==> config.mk <==
export PLATFORM = sky130hd
export DESIGN_NAME = renameTop
export DESIGN_NICKNAME = d
export VERILOG_FILES = /design/src/rtl/isaPkg.sv /design/src/rtl/renamePkg.sv /design/src/rtl/ratIf.sv /design/src/rtl/renameStage.sv /design/src/rtl/renameTable.sv /design/src/rtl/renameTop.sv /design/src/rtl/tagBuffer.sv
export VERILOG_INCLUDE_DIRS = /design/src /design/src/include
export SDC_FILE = /design/constraint.sdc
export NUM_CORES = 1
export LEC_CHECK = 0
export ABC_AREA = 1
export BUFFER_PORTS_ARGS = -buffer_cell sky130_fd_sc_hd__buf_2
export CAP_MARGIN = 20
export CORE_UTILIZATION = 40
export CTS_CLUSTER_DIAMETER = 60
export DETAILED_ROUTE_END_ITERATION = 6
export GPL_ROUTABILITY_DRIVEN = 0
export HOLD_SLACK_MARGIN = 0.05
export SYNTH_ARGS = -nofsm -noshare
export SYNTH_HDL_FRONTEND = slang
export SYNTH_SLANG_ARGS = --single-unit
==> constraint.sdc <==
create_clock -name clk -period 7.6 [get_ports clk]
set_clock_uncertainty 0.05 [all_clocks]
set_input_delay 0.76 -clock clk [delete_from_list [all_inputs] [get_ports clk]]
set_output_delay 0.76 -clock clk [all_outputs]
set_load 0.005 [all_outputs]
==> src/include/rename_config.svh <==
`ifndef RENAME_CONFIG_SVH
`define RENAME_CONFIG_SVH

// Ops renamed per cycle
`define RENAME_WIDTH 2
`define RENAME_WB_PORTS 2

// Architectural registers map onto physical tags
`define RENAME_NUM_REGS 16
`define RENAME_NUM_TAGS 32

`endif

==> src/rtl/isaPkg.sv <==
`default_nettype none

package isaPkg;

    typedef enum logic [1:0] {
        FU_ALU = 2'd0,
        FU_LSU = 2'd1,
        FU_BRANCH = 2'd2
    } fuType_t;

    // Loads and stores sit at the top of the encoding
    typedef enum logic [3:0] {
        OP_ADD = 4'd0,
        OP_SUB = 4'd1,
        OP_AND = 4'd2,
        OP_OR = 4'd3,
        OP_XOR = 4'd4,
        OP_SLL = 4'd5,
        OP_SRL = 4'd6,
        OP_SLT = 4'd7,
        OP_LB = 4'd8,
        OP_LW = 4'd9,
        OP_SB = 4'd10,
        OP_SW = 4'd11
    } opcode_t;

    function automatic logic isStore(opcode_t op);
        return (op == OP_SB) || (op == OP_SW);
    endfunction

endpackage

`default_nettype wire

==> src/rtl/renamePkg.sv <==
`default_nettype none
`include "rename_config.svh"

package renamePkg;

    typedef logic [$clog2(`RENAME_NUM_TAGS)-1:0] tag_t;
    typedef logic [$clog2(`RENAME_NUM_REGS)-1:0] regId_t;

    // Wraps around, compare with modular distance
    typedef logic [5:0] sqN_t;

    typedef struct packed {
        logic valid;
        regId_t rs0;
        regId_t rs1;
        regId_t rd;
        isaPkg::fuType_t fu;
        isaPkg::opcode_t opcode;
    } decUOp_t;

    typedef struct packed {
        regId_t rd;
        isaPkg::fuType_t fu;
        isaPkg::opcode_t opcode;
        tag_t tagA;
        tag_t tagB;
        logic availA;
        logic availB;
        tag_t tagDst;
        sqN_t sqN;
        sqN_t loadSqN;
        sqN_t storeSqN;
    } renUOp_t;

    // Retiring op as reported by the ROB
    typedef struct packed {
        logic valid;
        regId_t nmDst;
        tag_t tagDst;
    } comUOp_t;

endpackage

`default_nettype wire

==> src/rtl/ratIf.sv <==
`default_nettype none
`include "rename_config.svh"

interface ratIf;
    import renamePkg::*;

    // Two source lookups per lane, rs0 at even index
    regId_t lookupId [2*`RENAME_WIDTH];
    tag_t lookupTag [2*`RENAME_WIDTH];
    logic lookupAvail [2*`RENAME_WIDTH];

    logic issueValid [`RENAME_WIDTH];
    regId_t issueId [`RENAME_WIDTH];
    tag_t issueTag [`RENAME_WIDTH];

    // prevTag is the committed mapping before this cycle's commits
    logic commitValid [`RENAME_WIDTH];
    regId_t commitId [`RENAME_WIDTH];
    tag_t commitTag [`RENAME_WIDTH];
    tag_t prevTag [`RENAME_WIDTH];

    logic wbValid [`RENAME_WB_PORTS];
    tag_t wbTag [`RENAME_WB_PORTS];
    logic flush;

    modport stage (
        output lookupId, issueValid, issueId, issueTag,
        output commitValid, commitId, commitTag, wbValid, wbTag, flush,
        input lookupTag, lookupAvail, prevTag
    );

    modport tbl (
        input lookupId, issueValid, issueId, issueTag,
        input commitValid, commitId, commitTag, wbValid, wbTag, flush,
        output lookupTag, lookupAvail, prevTag
    );

endinterface

`default_nettype wire

==> src/rtl/renameStage.sv <==
`default_nettype none
`include "rename_config.svh"

module renameStage (
    input wire clk,
    input wire rst,
    input wire en,
    input wire frontEn,
    input wire renamePkg::decUOp_t inUop [`RENAME_WIDTH],
    input wire renamePkg::comUOp_t comUop [`RENAME_WIDTH],
    input wire wbValid [`RENAME_WB_PORTS],
    input wire renamePkg::tag_t wbTag [`RENAME_WB_PORTS],
    input wire flush,
    input wire renamePkg::sqN_t flushSqN,
    input wire renamePkg::sqN_t flushLoadSqN,
    input wire renamePkg::sqN_t flushStoreSqN,
    output logic outValid [`RENAME_WIDTH],
    output renamePkg::renUOp_t outUop [`RENAME_WIDTH],
    output renamePkg::sqN_t nextSqN,
    output logic stall
);
    import renamePkg::*;
    import isaPkg::*;

    localparam int W = `RENAME_WIDTH;
    localparam int P = `RENAME_WB_PORTS;

    ratIf rat ();

    logic enough;
    logic doRename;
    logic allocReq [W];
    tag_t allocTag [W];
    logic comAct [W];
    logic newest [W];
    logic freeValid [W];
    tag_t freeTag [W];
    tag_t commitTag [W];
    sqN_t seqCnt;
    sqN_t loadCnt;
    sqN_t storeCnt;
    sqN_t seqNxt;
    sqN_t loadNxt;
    sqN_t storeNxt;
    sqN_t laneSqN [W];
    sqN_t laneLoadSqN [W];
    sqN_t laneStoreSqN [W];

    assign stall = !enough;
    assign doRename = en && frontEn && enough && !flush;
    assign nextSqN = seqCnt;

    // Load and store numbers point at the next op of that kind
    always_comb begin
        seqNxt = seqCnt;
        loadNxt = loadCnt;
        storeNxt = storeCnt;
        for (int i = 0; i < W; i++) begin
            laneSqN[i] = seqNxt;
            laneLoadSqN[i] = loadNxt;
            laneStoreSqN[i] = storeNxt;
            if (inUop[i].valid) begin
                seqNxt = seqNxt + sqN_t'(1);
                if (inUop[i].fu == FU_LSU) begin
                    if (isStore(inUop[i].opcode))
                        storeNxt = storeNxt + sqN_t'(1);
                    else
                        loadNxt = loadNxt + sqN_t'(1);
                end
            end
        end
    end

    always_comb begin
        for (int i = 0; i < W; i++) begin
            rat.lookupId[2 * i] = inUop[i].rs0;
            rat.lookupId[2 * i + 1] = inUop[i].rs1;
            allocReq[i] = doRename && inUop[i].valid && inUop[i].rd != '0;
        end
    end

    always_comb begin
        for (int i = 0; i < W; i++) begin
            rat.issueValid[i] = allocReq[i];
            rat.issueId[i] = inUop[i].rd;
            rat.issueTag[i] = allocTag[i];
        end
    end

    always_comb begin
        for (int i = 0; i < W; i++) begin
            comAct[i] = comUop[i].valid && comUop[i].nmDst != '0;
            commitTag[i] = comUop[i].tagDst;
            rat.commitValid[i] = comAct[i];
            rat.commitId[i] = comUop[i].nmDst;
            rat.commitTag[i] = commitTag[i];
        end
    end

    // Only the newest commit to a register frees the old mapping
    // Older commits to it free their own tag, which is overwritten at once
    always_comb begin
        for (int i = 0; i < W; i++) begin
            newest[i] = 1'b1;
            for (int j = i + 1; j < W; j++) begin
                if (comAct[j] && comUop[j].nmDst == comUop[i].nmDst)
                    newest[i] = 1'b0;
            end
            freeValid[i] = comAct[i];
            freeTag[i] = newest[i] ? rat.prevTag[i] : commitTag[i];
        end
    end

    assign rat.wbValid = wbValid;
    assign rat.wbTag = wbTag;
    assign rat.flush = flush;

    renameTable ratTable (
        .clk(clk),
        .rst(rst),
        .rat(rat.tbl)
    );

    tagBuffer freeTags (
        .clk(clk),
        .rst(rst),
        .allocReq(allocReq),
        .freeValid(freeValid),
        .freeTag(freeTag),
        .commitTag(commitTag),
        .flush(flush),
        .allocTag(allocTag),
        .enough(enough)
    );

    always_ff @(posedge clk) begin
        if (rst) begin
            seqCnt <= '0;
            loadCnt <= '0;
            storeCnt <= '0;
            outValid <= '{default: 1'b0};
        end else if (flush) begin
            seqCnt <= flushSqN;
            loadCnt <= flushLoadSqN;
            storeCnt <= flushStoreSqN;
            outValid <= '{default: 1'b0};
        end else if (!en || !enough) begin
            outValid <= '{default: 1'b0};
        end else if (frontEn) begin
            seqCnt <= seqNxt;
            loadCnt <= loadNxt;
            storeCnt <= storeNxt;
            for (int i = 0; i < W; i++)
                outValid[i] <= inUop[i].valid;
        end
    end

    always_ff @(posedge clk) begin
        if (doRename) begin
            for (int i = 0; i < W; i++) begin
                outUop[i].rd <= inUop[i].rd;
                outUop[i].fu <= inUop[i].fu;
                outUop[i].opcode <= inUop[i].opcode;
                outUop[i].tagA <= rat.lookupTag[2 * i];
                outUop[i].tagB <= rat.lookupTag[2 * i + 1];
                outUop[i].availA <= rat.lookupAvail[2 * i];
                outUop[i].availB <= rat.lookupAvail[2 * i + 1];
                outUop[i].tagDst <= (inUop[i].rd != '0) ? allocTag[i] : '0;
                outUop[i].sqN <= laneSqN[i];
                outUop[i].loadSqN <= laneLoadSqN[i];
                outUop[i].storeSqN <= laneStoreSqN[i];
            end
        end else if (en && !frontEn) begin
            // Held ops are read later, so keep their operand state current
            for (int p = 0; p < P; p++) begin
                for (int i = 0; i < W; i++) begin
                    if (wbValid[p] && outUop[i].tagA == wbTag[p])
                        outUop[i].availA <= 1'b1;
                    if (wbValid[p] && outUop[i].tagB == wbTag[p])
                        outUop[i].availB <= 1'b1;
                end
            end
        end
    end

endmodule

`default_nettype wire

==> src/rtl/renameTable.sv <==
`default_nettype none
`include "rename_config.svh"

module renameTable (
    input wire clk,
    input wire rst,
    ratIf.tbl rat
);
    import renamePkg::*;

    localparam int W = `RENAME_WIDTH;
    localparam int P = `RENAME_WB_PORTS;
    localparam int NR = `RENAME_NUM_REGS;
    localparam int NT = `RENAME_NUM_TAGS;

    tag_t specMap [NR];
    tag_t comMap [NR];
    tag_t comMapNxt [NR];
    logic [NT-1:0] ready;

    regId_t lkId;
    tag_t lkTag;
    logic lkAvail;

    always_comb begin
        for (int k = 0; k < 2 * W; k++) begin
            lkId = rat.lookupId[k];
            lkTag = specMap[lkId];
            lkAvail = ready[lkTag];
            // Results arriving this cycle
            for (int p = 0; p < P; p++) begin
                if (rat.wbValid[p] && rat.wbTag[p] == lkTag)
                    lkAvail = 1'b1;
            end
            // Earlier lane in the group writes this register, last one wins
            for (int j = 0; j < k / 2; j++) begin
                if (rat.issueValid[j] && rat.issueId[j] == lkId) begin
                    lkTag = rat.issueTag[j];
                    lkAvail = 1'b0;
                end
            end
            if (lkId == '0) begin
                lkTag = '0;
                lkAvail = 1'b1;
            end
            rat.lookupTag[k] = lkTag;
            rat.lookupAvail[k] = lkAvail;
        end
    end

    always_comb begin
        comMapNxt = comMap;
        for (int i = 0; i < W; i++) begin
            rat.prevTag[i] = comMap[rat.commitId[i]];
            if (rat.commitValid[i])
                comMapNxt[rat.commitId[i]] = rat.commitTag[i];
        end
    end

    always_ff @(posedge clk) begin
        if (rst) begin
            for (int r = 0; r < NR; r++) begin
                specMap[r] <= tag_t'(r);
                comMap[r] <= tag_t'(r);
            end
            ready <= '1;
        end else begin
            for (int p = 0; p < P; p++) begin
                if (rat.wbValid[p])
                    ready[rat.wbTag[p]] <= 1'b1;
            end
            for (int i = 0; i < W; i++) begin
                if (rat.issueValid[i]) begin
                    specMap[rat.issueId[i]] <= rat.issueTag[i];
                    ready[rat.issueTag[i]] <= 1'b0;
                end
            end
            for (int i = 0; i < W; i++) begin
                if (rat.commitValid[i])
                    ready[rat.commitTag[i]] <= 1'b1;
            end
            comMap <= comMapNxt;
            // Rollback to the architectural state after this cycle's commits
            if (rat.flush)
                specMap <= comMapNxt;
        end
    end

endmodule

`default_nettype wire

==> src/rtl/renameTop.sv <==
`default_nettype none
`include "rename_config.svh"

module renameTop (
    input wire clk,
    input wire rst,
    input wire en,
    input wire frontEn,
    input wire [`RENAME_WIDTH-1:0] inValid,
    input wire renamePkg::regId_t [`RENAME_WIDTH-1:0] inRs0,
    input wire renamePkg::regId_t [`RENAME_WIDTH-1:0] inRs1,
    input wire renamePkg::regId_t [`RENAME_WIDTH-1:0] inRd,
    input wire isaPkg::fuType_t [`RENAME_WIDTH-1:0] inFu,
    input wire isaPkg::opcode_t [`RENAME_WIDTH-1:0] inOpcode,
    input wire [`RENAME_WIDTH-1:0] comValid,
    input wire renamePkg::regId_t [`RENAME_WIDTH-1:0] comNmDst,
    input wire renamePkg::tag_t [`RENAME_WIDTH-1:0] comTagDst,
    input wire [`RENAME_WB_PORTS-1:0] wbValid,
    input wire renamePkg::tag_t [`RENAME_WB_PORTS-1:0] wbTag,
    input wire flush,
    input wire renamePkg::sqN_t flushSqN,
    input wire renamePkg::sqN_t flushLoadSqN,
    input wire renamePkg::sqN_t flushStoreSqN,
    output logic [`RENAME_WIDTH-1:0] outValid,
    output renamePkg::tag_t [`RENAME_WIDTH-1:0] outTagA,
    output renamePkg::tag_t [`RENAME_WIDTH-1:0] outTagB,
    output logic [`RENAME_WIDTH-1:0] outAvailA,
    output logic [`RENAME_WIDTH-1:0] outAvailB,
    output renamePkg::tag_t [`RENAME_WIDTH-1:0] outTagDst,
    output renamePkg::sqN_t [`RENAME_WIDTH-1:0] outSqN,
    output renamePkg::sqN_t [`RENAME_WIDTH-1:0] outLoadSqN,
    output renamePkg::sqN_t [`RENAME_WIDTH-1:0] outStoreSqN,
    output renamePkg::sqN_t nextSqN,
    output logic stall
);
    import renamePkg::*;

    localparam int W = `RENAME_WIDTH;
    localparam int P = `RENAME_WB_PORTS;

    decUOp_t inUop [W];
    comUOp_t comUop [W];
    logic wbValidPort [P];
    tag_t wbTagPort [P];
    logic outValidLane [W];
    renUOp_t outUop [W];

    always_comb begin
        for (int i = 0; i < W; i++) begin
            inUop[i].valid = inValid[i];
            inUop[i].rs0 = inRs0[i];
            inUop[i].rs1 = inRs1[i];
            inUop[i].rd = inRd[i];
            inUop[i].fu = inFu[i];
            inUop[i].opcode = inOpcode[i];
            comUop[i].valid = comValid[i];
            comUop[i].nmDst = comNmDst[i];
            comUop[i].tagDst = comTagDst[i];
        end
        for (int p = 0; p < P; p++) begin
            wbValidPort[p] = wbValid[p];
            wbTagPort[p] = wbTag[p];
        end
    end

    always_comb begin
        for (int i = 0; i < W; i++) begin
            outValid[i] = outValidLane[i];
            outTagA[i] = outUop[i].tagA;
            outTagB[i] = outUop[i].tagB;
            outAvailA[i] = outUop[i].availA;
            outAvailB[i] = outUop[i].availB;
            outTagDst[i] = outUop[i].tagDst;
            outSqN[i] = outUop[i].sqN;
            outLoadSqN[i] = outUop[i].loadSqN;
            outStoreSqN[i] = outUop[i].storeSqN;
        end
    end

    renameStage renamer (
        .clk(clk),
        .rst(rst),
        .en(en),
        .frontEn(frontEn),
        .inUop(inUop),
        .comUop(comUop),
        .wbValid(wbValidPort),
        .wbTag(wbTagPort),
        .flush(flush),
        .flushSqN(flushSqN),
        .flushLoadSqN(flushLoadSqN),
        .flushStoreSqN(flushStoreSqN),
        .outValid(outValidLane),
        .outUop(outUop),
        .nextSqN(nextSqN),
        .stall(stall)
    );

endmodule

`default_nettype wire

==> src/rtl/tagBuffer.sv <==
`default_nettype none
`include "rename_config.svh"

module tagBuffer (
    input wire clk,
    input wire rst,
    input wire allocReq [`RENAME_WIDTH],
    input wire freeValid [`RENAME_WIDTH],
    input wire renamePkg::tag_t freeTag [`RENAME_WIDTH],
    input wire renamePkg::tag_t commitTag [`RENAME_WIDTH],
    input wire flush,
    output renamePkg::tag_t allocTag [`RENAME_WIDTH],
    output logic enough
);
    import renamePkg::*;

    localparam int W = `RENAME_WIDTH;
    localparam int NR = `RENAME_NUM_REGS;
    localparam int NT = `RENAME_NUM_TAGS;

    // A tag is free, speculative (renamed, not yet committed) or neither
    logic [NT-1:0] freeBits;
    logic [NT-1:0] specBits;
    logic [NT-1:0] nxtFree;
    logic [NT-1:0] nxtSpec;
    logic [NT-1:0] searchMask;
    tag_t cand [W];
    logic [W-1:0] candFound;
    int rank;

    // Lowest W free tags, found one after another
    always_comb begin
        searchMask = freeBits;
        for (int k = 0; k < W; k++) begin
            cand[k] = '0;
            candFound[k] = 1'b0;
            for (int t = NT - 1; t >= 0; t--) begin
                if (searchMask[t]) begin
                    cand[k] = tag_t'(t);
                    candFound[k] = 1'b1;
                end
            end
            if (candFound[k])
                searchMask[cand[k]] = 1'b0;
        end
    end

    assign enough = &candFound;

    // Requesting lanes take candidates in lane order
    always_comb begin
        rank = 0;
        for (int i = 0; i < W; i++) begin
            allocTag[i] = cand[rank];
            if (allocReq[i])
                rank = rank + 1;
        end
    end

    always_comb begin
        nxtFree = freeBits;
        nxtSpec = specBits;
        for (int i = 0; i < W; i++) begin
            if (enough && allocReq[i]) begin
                nxtFree[allocTag[i]] = 1'b0;
                nxtSpec[allocTag[i]] = 1'b1;
            end
        end
        for (int i = 0; i < W; i++) begin
            if (freeValid[i])
                nxtSpec[commitTag[i]] = 1'b0;
        end
        for (int i = 0; i < W; i++) begin
            if (freeValid[i]) begin
                nxtFree[freeTag[i]] = 1'b1;
                nxtSpec[freeTag[i]] = 1'b0;
            end
        end
        if (flush) begin
            nxtFree = nxtFree | nxtSpec;
            nxtSpec = '0;
        end
    end

    always_ff @(posedge clk) begin
        if (rst) begin
            freeBits <= {{(NT - NR){1'b1}}, {NR{1'b0}}};
            specBits <= '0;
        end else begin
            freeBits <= nxtFree;
            specBits <= nxtSpec;
        end
    end

endmodule

`default_nettype wire

# ---- Word level (Yosys, flattened, before mapping)
# Index checks and enable logic that the tools add are counted.
dict set report classes {
  add_sub_neg 6
  magnitude_cmp 33
  n_eq_ne 26
  n_mux 267
  bitwise_logic 32
  n_reduce_logical 72
}
# cell count
set op_table {}
lappend op_table {{32-bit two-way mux} 23}
lappend op_table {{80-bit two-way mux} 6}
lappend op_table {{5-bit two-way mux} 86}
lappend op_table {{80-bit bitwise mux} 4}
lappend op_table {{32-bit bitwise OR} 9}
lappend op_table {{32-bit AND} 8}
lappend op_table {{32-bit inverter} 7}
lappend op_table {{6-bit two-way mux} 23}
lappend op_table {{5-bit binary-select mux with 4-bit select} 6}
lappend op_table {{1-bit two-way mux} 99}
lappend op_table {{5-bit demux with 4-bit select} 4}
lappend op_table {{5-bit equality test} 16}
lappend op_table {{5-bit by 6-bit less-than comparator with 1-bit output, second input constant} 12}
lappend op_table {{1-bit logical AND} 43}
lappend op_table {{1-bit demux with 5-bit select} 8}
lappend op_table {{5-bit by 1-bit >= comparator with 1-bit output, second input constant} 8}
lappend op_table {{5-bit >= comparator, second input constant} 8}
lappend op_table {{4-bit inverter with 5-bit output} 8}
lappend op_table {{6-bit by 1-bit adder with 6-bit output, second input constant} 6}
lappend op_table {{32-bit by 2-bit >= comparator with 1-bit output, second input constant} 1}
lappend op_table {{1-bit binary-select mux with 5-bit select} 4}
lappend op_table {{5-bit by 1-bit less-than comparator with 1-bit output, second input constant} 4}
lappend op_table {{4-bit equality test, second input constant} 4}
lappend op_table {{4-bit zero test} 4}
lappend op_table {{12 further kinds} 35}
dict set report word_totals {
  reg_bits 346
}

# ---- Depth between registers and ports, before layout
dict set report depth {
  depth_word 97
  ltp_mapped 68
  depth_no_buf 67
}

# ---- Modules after synthesis
# Synthesis repeated with hierarchy kept, for this count alone.
dict set report unflattened {
  cells_unflattened 4335
  area_unflattened_um2 27607.7
}
# mod instances cells_per_inst area_per_inst_um2
set by_module_without_submodules {}
lappend by_module_without_submodules {renameTable 1 2858 16864.9}
lappend by_module_without_submodules {tagBuffer 1 949 5398.9}
lappend by_module_without_submodules {renameStage 1 528 5343.9}

# ---- Worst setup path after synthesis
# OpenSTA, ideal clock, no wires.
dict set report synth_path {
  path_type {reg2reg}
  from {register renamer.freeTags.freeBits[30]}
  to {register renamer.loadCnt[3]}
  setup_time_ns 0.266
  arrival_ns 4.840
  required_ns 7.284
  slack_ns 2.445
  path_stages_with_launch 44
  n_path_buf 1
  period_less_slack_ns 5.155
  path_cell_list {dfxtp_1 > inv_1 > nand2_1 > nand2_1 > nand2_1 > nand2_1 > nand2_1 > nand2_1 > nand2_1 > nand2_1 > nand2_1 > nand2_1 > nand2_1 > nand2_1 > nand2_1 > nand2_1 > nand2_1 > nand2_1 > [8 not listed] > nand2_1 > nand2_2 > nand2_4 > inv_2 > nor2_8 > inv_4 > o21ai_1 > nand2_1 > nor2_1 > nand2_1 > nor2_2 > inv_2 > nor3_4 > nor2_2 > nand2_2 > nor2_4 > clkbuf_1 > a221oi_1}
}
dict set report synth_via {
  elab_chain_cells 75
  word_cells_on_any_way 107
  cone_classes {order compare (2); eq/ne (1); mux (97); bitwise (2); reduce/logical (5)}
}
# item line_no
set synth_lines {}
lappend synth_lines {{start, declared} tagBuffer.sv:22} ;# logic [NT-1:0] freeBits;
lappend synth_lines {{start signal, assigned} tagBuffer.sv:87} ;# freeBits <= {{(NT - NR){1'b1}}, {NR{1'b0}}};
lappend synth_lines {{start signal, assigned} tagBuffer.sv:90} ;# freeBits <= nxtFree;
lappend synth_lines {{5-bit two-way mux (31 in series)} tagBuffer.sv:38} ;# if (searchMask[t]) begin
lappend synth_lines {{5-bit by 6-bit less-than comparator with 1-bit output (not written as such) or 5-bit by 1-bit >= comparator with 1-bit output (tied branches)} tagBuffer.sv:44} ;# searchMask[cand[k]] = 1'b0;
lappend synth_lines {{1-bit logical AND (not written as such)} tagBuffer.sv:44}
lappend synth_lines {{1-bit two-way mux (not written as such)} tagBuffer.sv:44}
lappend synth_lines {{1-bit demux with 5-bit select} tagBuffer.sv:44}
lappend synth_lines {{32-bit inverter (no line)} --}
lappend synth_lines {{32-bit AND (no line)} --}
lappend synth_lines {{32-bit two-way mux} tagBuffer.sv:43} ;# if (candFound[k])
lappend synth_lines {{1-bit two-way mux (32 in series)} tagBuffer.sv:38}
lappend synth_lines {{2-bit AND reduction (*)} tagBuffer.sv:48} ;# assign enough = &candFound;
lappend synth_lines {{1-bit zero test (*)} --}
lappend synth_lines {{net stall} renameTop.sv:34} ;# output logic stall
lappend synth_lines {{1-bit logical OR (*)} renameStage.sv:147} ;# end else if (!en || !enough) begin
lappend synth_lines {{2-bit inequality test (no line) (*)} --}
lappend synth_lines {{2-bit AND reduction (no line) (*)} --}
lappend synth_lines {{end signal, assigned} renameStage.sv:144} ;# loadCnt <= flushLoadSqN;
lappend synth_lines {{end signal, assigned} renameStage.sv:151} ;# loadCnt <= loadNxt;
lappend synth_lines {{end, declared} renameStage.sv:40} ;# sqN_t loadCnt;
# The timed path passes the listed nets; every way through them passes the cells marked *.
# A chain may end at the register's enable or synchronous reset.

# ---- Worst setup path after layout
dict set report layout_path {
  from {register renamer.freeTags.freeBits[31]}
  to {register renamer.ratTable.ready[20]}
}
dict set report layout_via {
  elab_chain_cells 94
  word_cells_on_any_way 165
  cone_classes {order compare (4); mux (144); bitwise (8); reduce/logical (9)}
}
# item line_no
set layout_lines {}
lappend layout_lines {{5-bit two-way mux (32 in series)} tagBuffer.sv:38}
lappend layout_lines {{5-bit by 6-bit less-than comparator with 1-bit output (not written as such) or 5-bit by 1-bit >= comparator with 1-bit output (tied branches)} {renameTable.sv:75, tagBuffer.sv:44}}
lappend layout_lines {{1-bit logical AND (not written as such)} {renameTable.sv:75, tagBuffer.sv:44}}
lappend layout_lines {{1-bit two-way mux (not written as such)} {renameTable.sv:75, tagBuffer.sv:44}}
lappend layout_lines {{1-bit demux with 5-bit select} {renameTable.sv:75, tagBuffer.sv:44}}
lappend layout_lines {{32-bit inverter (no line)} --}
lappend layout_lines {{32-bit AND (no line)} --}
lappend layout_lines {{32-bit two-way mux} tagBuffer.sv:43}
lappend layout_lines {{[47 not listed]} --}
lappend layout_lines {{32-bit AND (no line)} --}
lappend layout_lines {{32-bit two-way mux (*)} renameTable.sv:73} ;# if (rat.issueValid[i]) begin
lappend layout_lines {{32-bit two-way mux (*)} renameTable.sv:61} ;# if (rst) begin
lappend layout_lines {{32-bit bitwise OR (no line)} --}
lappend layout_lines {{32-bit two-way mux (*)} renameTable.sv:79} ;# if (rat.commitValid[i])
lappend layout_lines {{32-bit two-way mux (*)} renameTable.sv:61}
lappend layout_lines {{32-bit bitwise OR (no line)} --}
lappend layout_lines {{32-bit two-way mux (*)} renameTable.sv:79}
lappend layout_lines {{end signal, assigned} renameTable.sv:66} ;# ready <= '1;
lappend layout_lines {{end signal, assigned by index} renameTable.sv:70} ;# ready[rat.wbTag[p]] <= 1'b1;
lappend layout_lines {{end signal, assigned by index} renameTable.sv:80} ;# ready[rat.commitTag[i]] <= 1'b1;
lappend layout_lines {{end, declared} renameTable.sv:19} ;# logic [NT-1:0] ready;
# Mark *: on every way between the ends. The rest lies on a longest branch, timed or not. The select of a mux whose other input is x is not followed.

==> impl_metrics.env <==
export IMPL_async_reset_ff_frac=0
export IMPL_detailed_place_hpwl_mm=79.8
export IMPL_violations="DRC"
export IMPL_ys_ff_latch=346
export IMPL_nNetsFinal=3926
export IMPL_cts_sinks=346
export IMPL_yosysTopAreaCell="dfxtp_1"
export IMPL_dpl_cell_area_um2=25700
export IMPL_design_area_um2=27300
export IMPL_start_kind="register"
export IMPL_ys_seq_area_frac=0.313
export IMPL_post_cts_buffers=0
export IMPL_synth_edf_count=70
export IMPL_die_x_um=249
export IMPL_die_y_um=249
export IMPL_crit_fanout=23
export IMPL_synth_avg_cell_area_um2=6.48
export IMPL_num_rows=90
export IMPL_yosys_top_cells_count="nand2_1 (615), nor2_1 (531), o21ai_0 (423)"
export IMPL_synth_warnings=0
export IMPL_cp_arrival_ns=7.58
export IMPL_die_area_um2=62000
export IMPL_drive_gt1_frac=0.0873
export IMPL_grt_max_degree=76
export IMPL_critPathMaxStageDelay_ns=0.76
export IMPL_core_um2=60200
export IMPL_drc=8
export IMPL_path_class="reg2reg"
export IMPL_cts_made_buffers=45
export IMPL_comb_power_share=0.276
export IMPL_ctsResizeCount=0
export IMPL_routed_via_density=6.23
export IMPL_grt_pass1_wl_mm=163
export IMPL_portBuffers=169
export IMPL_vias=28900
export IMPL_yosysMostFrequentCell="nand2_1"
export IMPL_routedWlPerCell_um=23.8
export IMPL_worst_pin_slew_ns=1.11
export IMPL_cts_root_buf="clkbuf_16"
export IMPL_reg2reg_depth=51
export IMPL_drv_slew=0
export IMPL_synth_cells=3766
export IMPL_rsz0062_at_grt="no"
export IMPL_period_needed_ns=7.19
export IMPL_htree_num_levels=2
export IMPL_synth_ff_type="dfxtp_1"
export IMPL_clkTransAtPathRegs_ns=0.06
export IMPL_hold_path_class="in2reg"
export IMPL_drv_cap=0
export IMPL_syn2layout_area_growth_pct=11.9
export IMPL_p_sw_frac=0.374
export IMPL_crit_top_cell="nand2_1"
export IMPL_cellLeakagePower_nw=11.1
export IMPL_maxSlewHeadroom=0.259
export IMPL_outcome="finished, violations left"
export IMPL_fmaxAchievable_mhz=139
export IMPL_syn_nets=3865
export IMPL_finalSetupViolCount=0
export IMPL_vdd_drop_max_uv=157
export IMPL_ios=172
export IMPL_hold_ws_ns=0.382
export IMPL_fin_crit_sh=0.946
export IMPL_fin_tns_setup_ns=0
export IMPL_postCtsHoldBufs=0
export IMPL_grt_usage=0.342
export IMPL_start_util=0.405
export IMPL_finalHoldViolations=0
export IMPL_first_pass_iters=7
export IMPL_cts_tree="done"
export IMPL_whs_path_depth=2
export IMPL_synth_top_cells_by_area="dfxtp_1 (23%), nand2_1 (9.5%), o21ai_0 (8.7%)"
export IMPL_clock_power_share=0.376
export IMPL_endpoint_kind="register"
export IMPL_yosysTopAreaCellShare=0.227
export IMPL_p_sw_mw=2.18
export IMPL_antenna_found_initial=6
export IMPL_wl_mm=111
export IMPL_crit_path_top_delay_cell="nor2_1"
export IMPL_clock_latency_ns=0.60
export IMPL_p_per_area_nw_per_um2=214
export IMPL_ys_types=58
export IMPL_p_int_mw=3.65
export IMPL_drtIter0Drc=4809
export IMPL_grt_overflow=0
export IMPL_clk_path_buf_depth=3
export IMPL_ant_nets=0
export IMPL_critPathRequiredTime_ns=7.99
export IMPL_synth_area_um2=24400
export IMPL_pwr_share_seq=0.348
export IMPL_grt_pass1_vias=25300
-- state kept, by name (all words and copies together) (netlist names) --
register,cells
renamer.outValid,2
renamer.loadCnt,6
renamer.outUop,70
renamer.ratTable.specMap,80
renamer.freeTags.specBits,32
renamer.nextSqN,6
renamer.ratTable.ready,32
renamer.storeCnt,6
renamer.freeTags.freeBits,32
renamer.ratTable.comMap,80
-- cells by family after synthesis --
family | count (synthesis) | synth area share
fa+ha+maj | 6 | 0.00308
compound gates | 1325 | 0.327
simple gates | 1446 | 0.246
flops | 346 | 0.313
xor+xnor | 50 | 0.0180
buf+inv | 593 | 0.0935
-- layout by cell type (no fill, tap or decap), types with 9 or more instances in the layout --
master and instances:
nand2_1 615, nor2_1 530, o21ai_0 423, a21oi_1 401
inv_1 347, dfxtp_1 276, buf_2 171, nand3_1 162
o22ai_1 114, edfxtp_1 70, o211ai_1 67, o221ai_1 61
nor3_1 60, a221oi_1 60, clkbuf_16 48, xor2_1 42
nand4_1 41, a22oi_1 36, buf_4 35, o21ai_1 31
clkinv_1 28, a32o_1 26, a22o_1 20, inv_2 18
a31oi_1 12, a211oi_1 11, o2111ai_1 11, o32ai_1 9
clkbuf_1 9
-- power by group through the flow --
| stage | Combinational, mW | Sequential [mW] | Clock [mW] |
|---|---|---|---|
| floorplan | 0.975 | 2.04 | 0 |
| global placement | 1.53 | 2.06 | 0 |
| detailed placement | 1.53 | 2.06 | 0 |
| CTS | 1.53 | 2.03 | 2.21 |
| global route | 1.70 | 2.03 | 2.28 |
| finish | 1.61 | 2.03 | 2.19 |
-- worst max-delay path: cells and delay by family (launching register included) --
| family | cells | cell delay [ns] |
|---|---|---|
| compound gates | 1 | 0.37 |
| buf+inv | 5 | 0.41 |
| flops | 1 | 0.39 |
| simple gates | 45 | 5.78 |
-- path summary, 6_finish.rpt --
path | startpoint | end | slack, ns
worst max-delay path | renamer.freeTags.freeBits[31]$_SDFF_PP1_ | renamer.ratTable.ready[20]$_SDFF_PP1_ | 0.41
worst min-delay path | rst | renamer.loadCnt[1]$_SDFFE_PP0P_ | 0.38
worst max register to register | renamer.freeTags.freeBits[31]$_SDFF_PP1_ | renamer.ratTable.ready[20]$_SDFF_PP1_ | 0.41
worst min register to register | renamer.ratTable.comMap[77]$_SDFF_PP0_ | renamer.ratTable.comMap[77]$_SDFF_PP0_ | 0.43
-- cell type report --
| cell class | count | area, µm² |
|---|---|---|
| Timing Repair Buffer | 210 | 1190 |
| Sequential cell | 346 | 7630 |
| Clock buffer | 62 | 1290 |
| Multi-Input combinational cell | 2827 | 14500 |
| Fill cell | 6292 | 32900 |
| Inverter | 397 | 1500 |
| Antenna cell | 4 | 10.0 |
| Clock inverter | 20 | 208 |
| Tap cell | 782 | 978 |
-- layer usage --
layer	GRT usage	routed length, µm	vias to the layer above
met3	0.0792	14700	297
met4	0.145	5250	6
met2	0.502	45500	2030
met5	0	37	-
li1	-	-	13300
met1	0.478	45100	13300
-- through the flow --
step / total power [mW] / std cells / util / worst slack [ns]
after global routing: 6.01 / 4645 / 0.453 / 0.270
after detailed placement: 3.59 / 4556 / 0.427 / 0.846
after floorplan: 3.01 / 3766 / - / 2.44
after global placement: 3.59 / 4555 / 0.427 / 0.908
final: 5.83 / 4648 / 0.453 / 0.412
after CTS: 5.76 / 4638 / 0.452 / 0.819
Power figures use the tool's default switching activity.
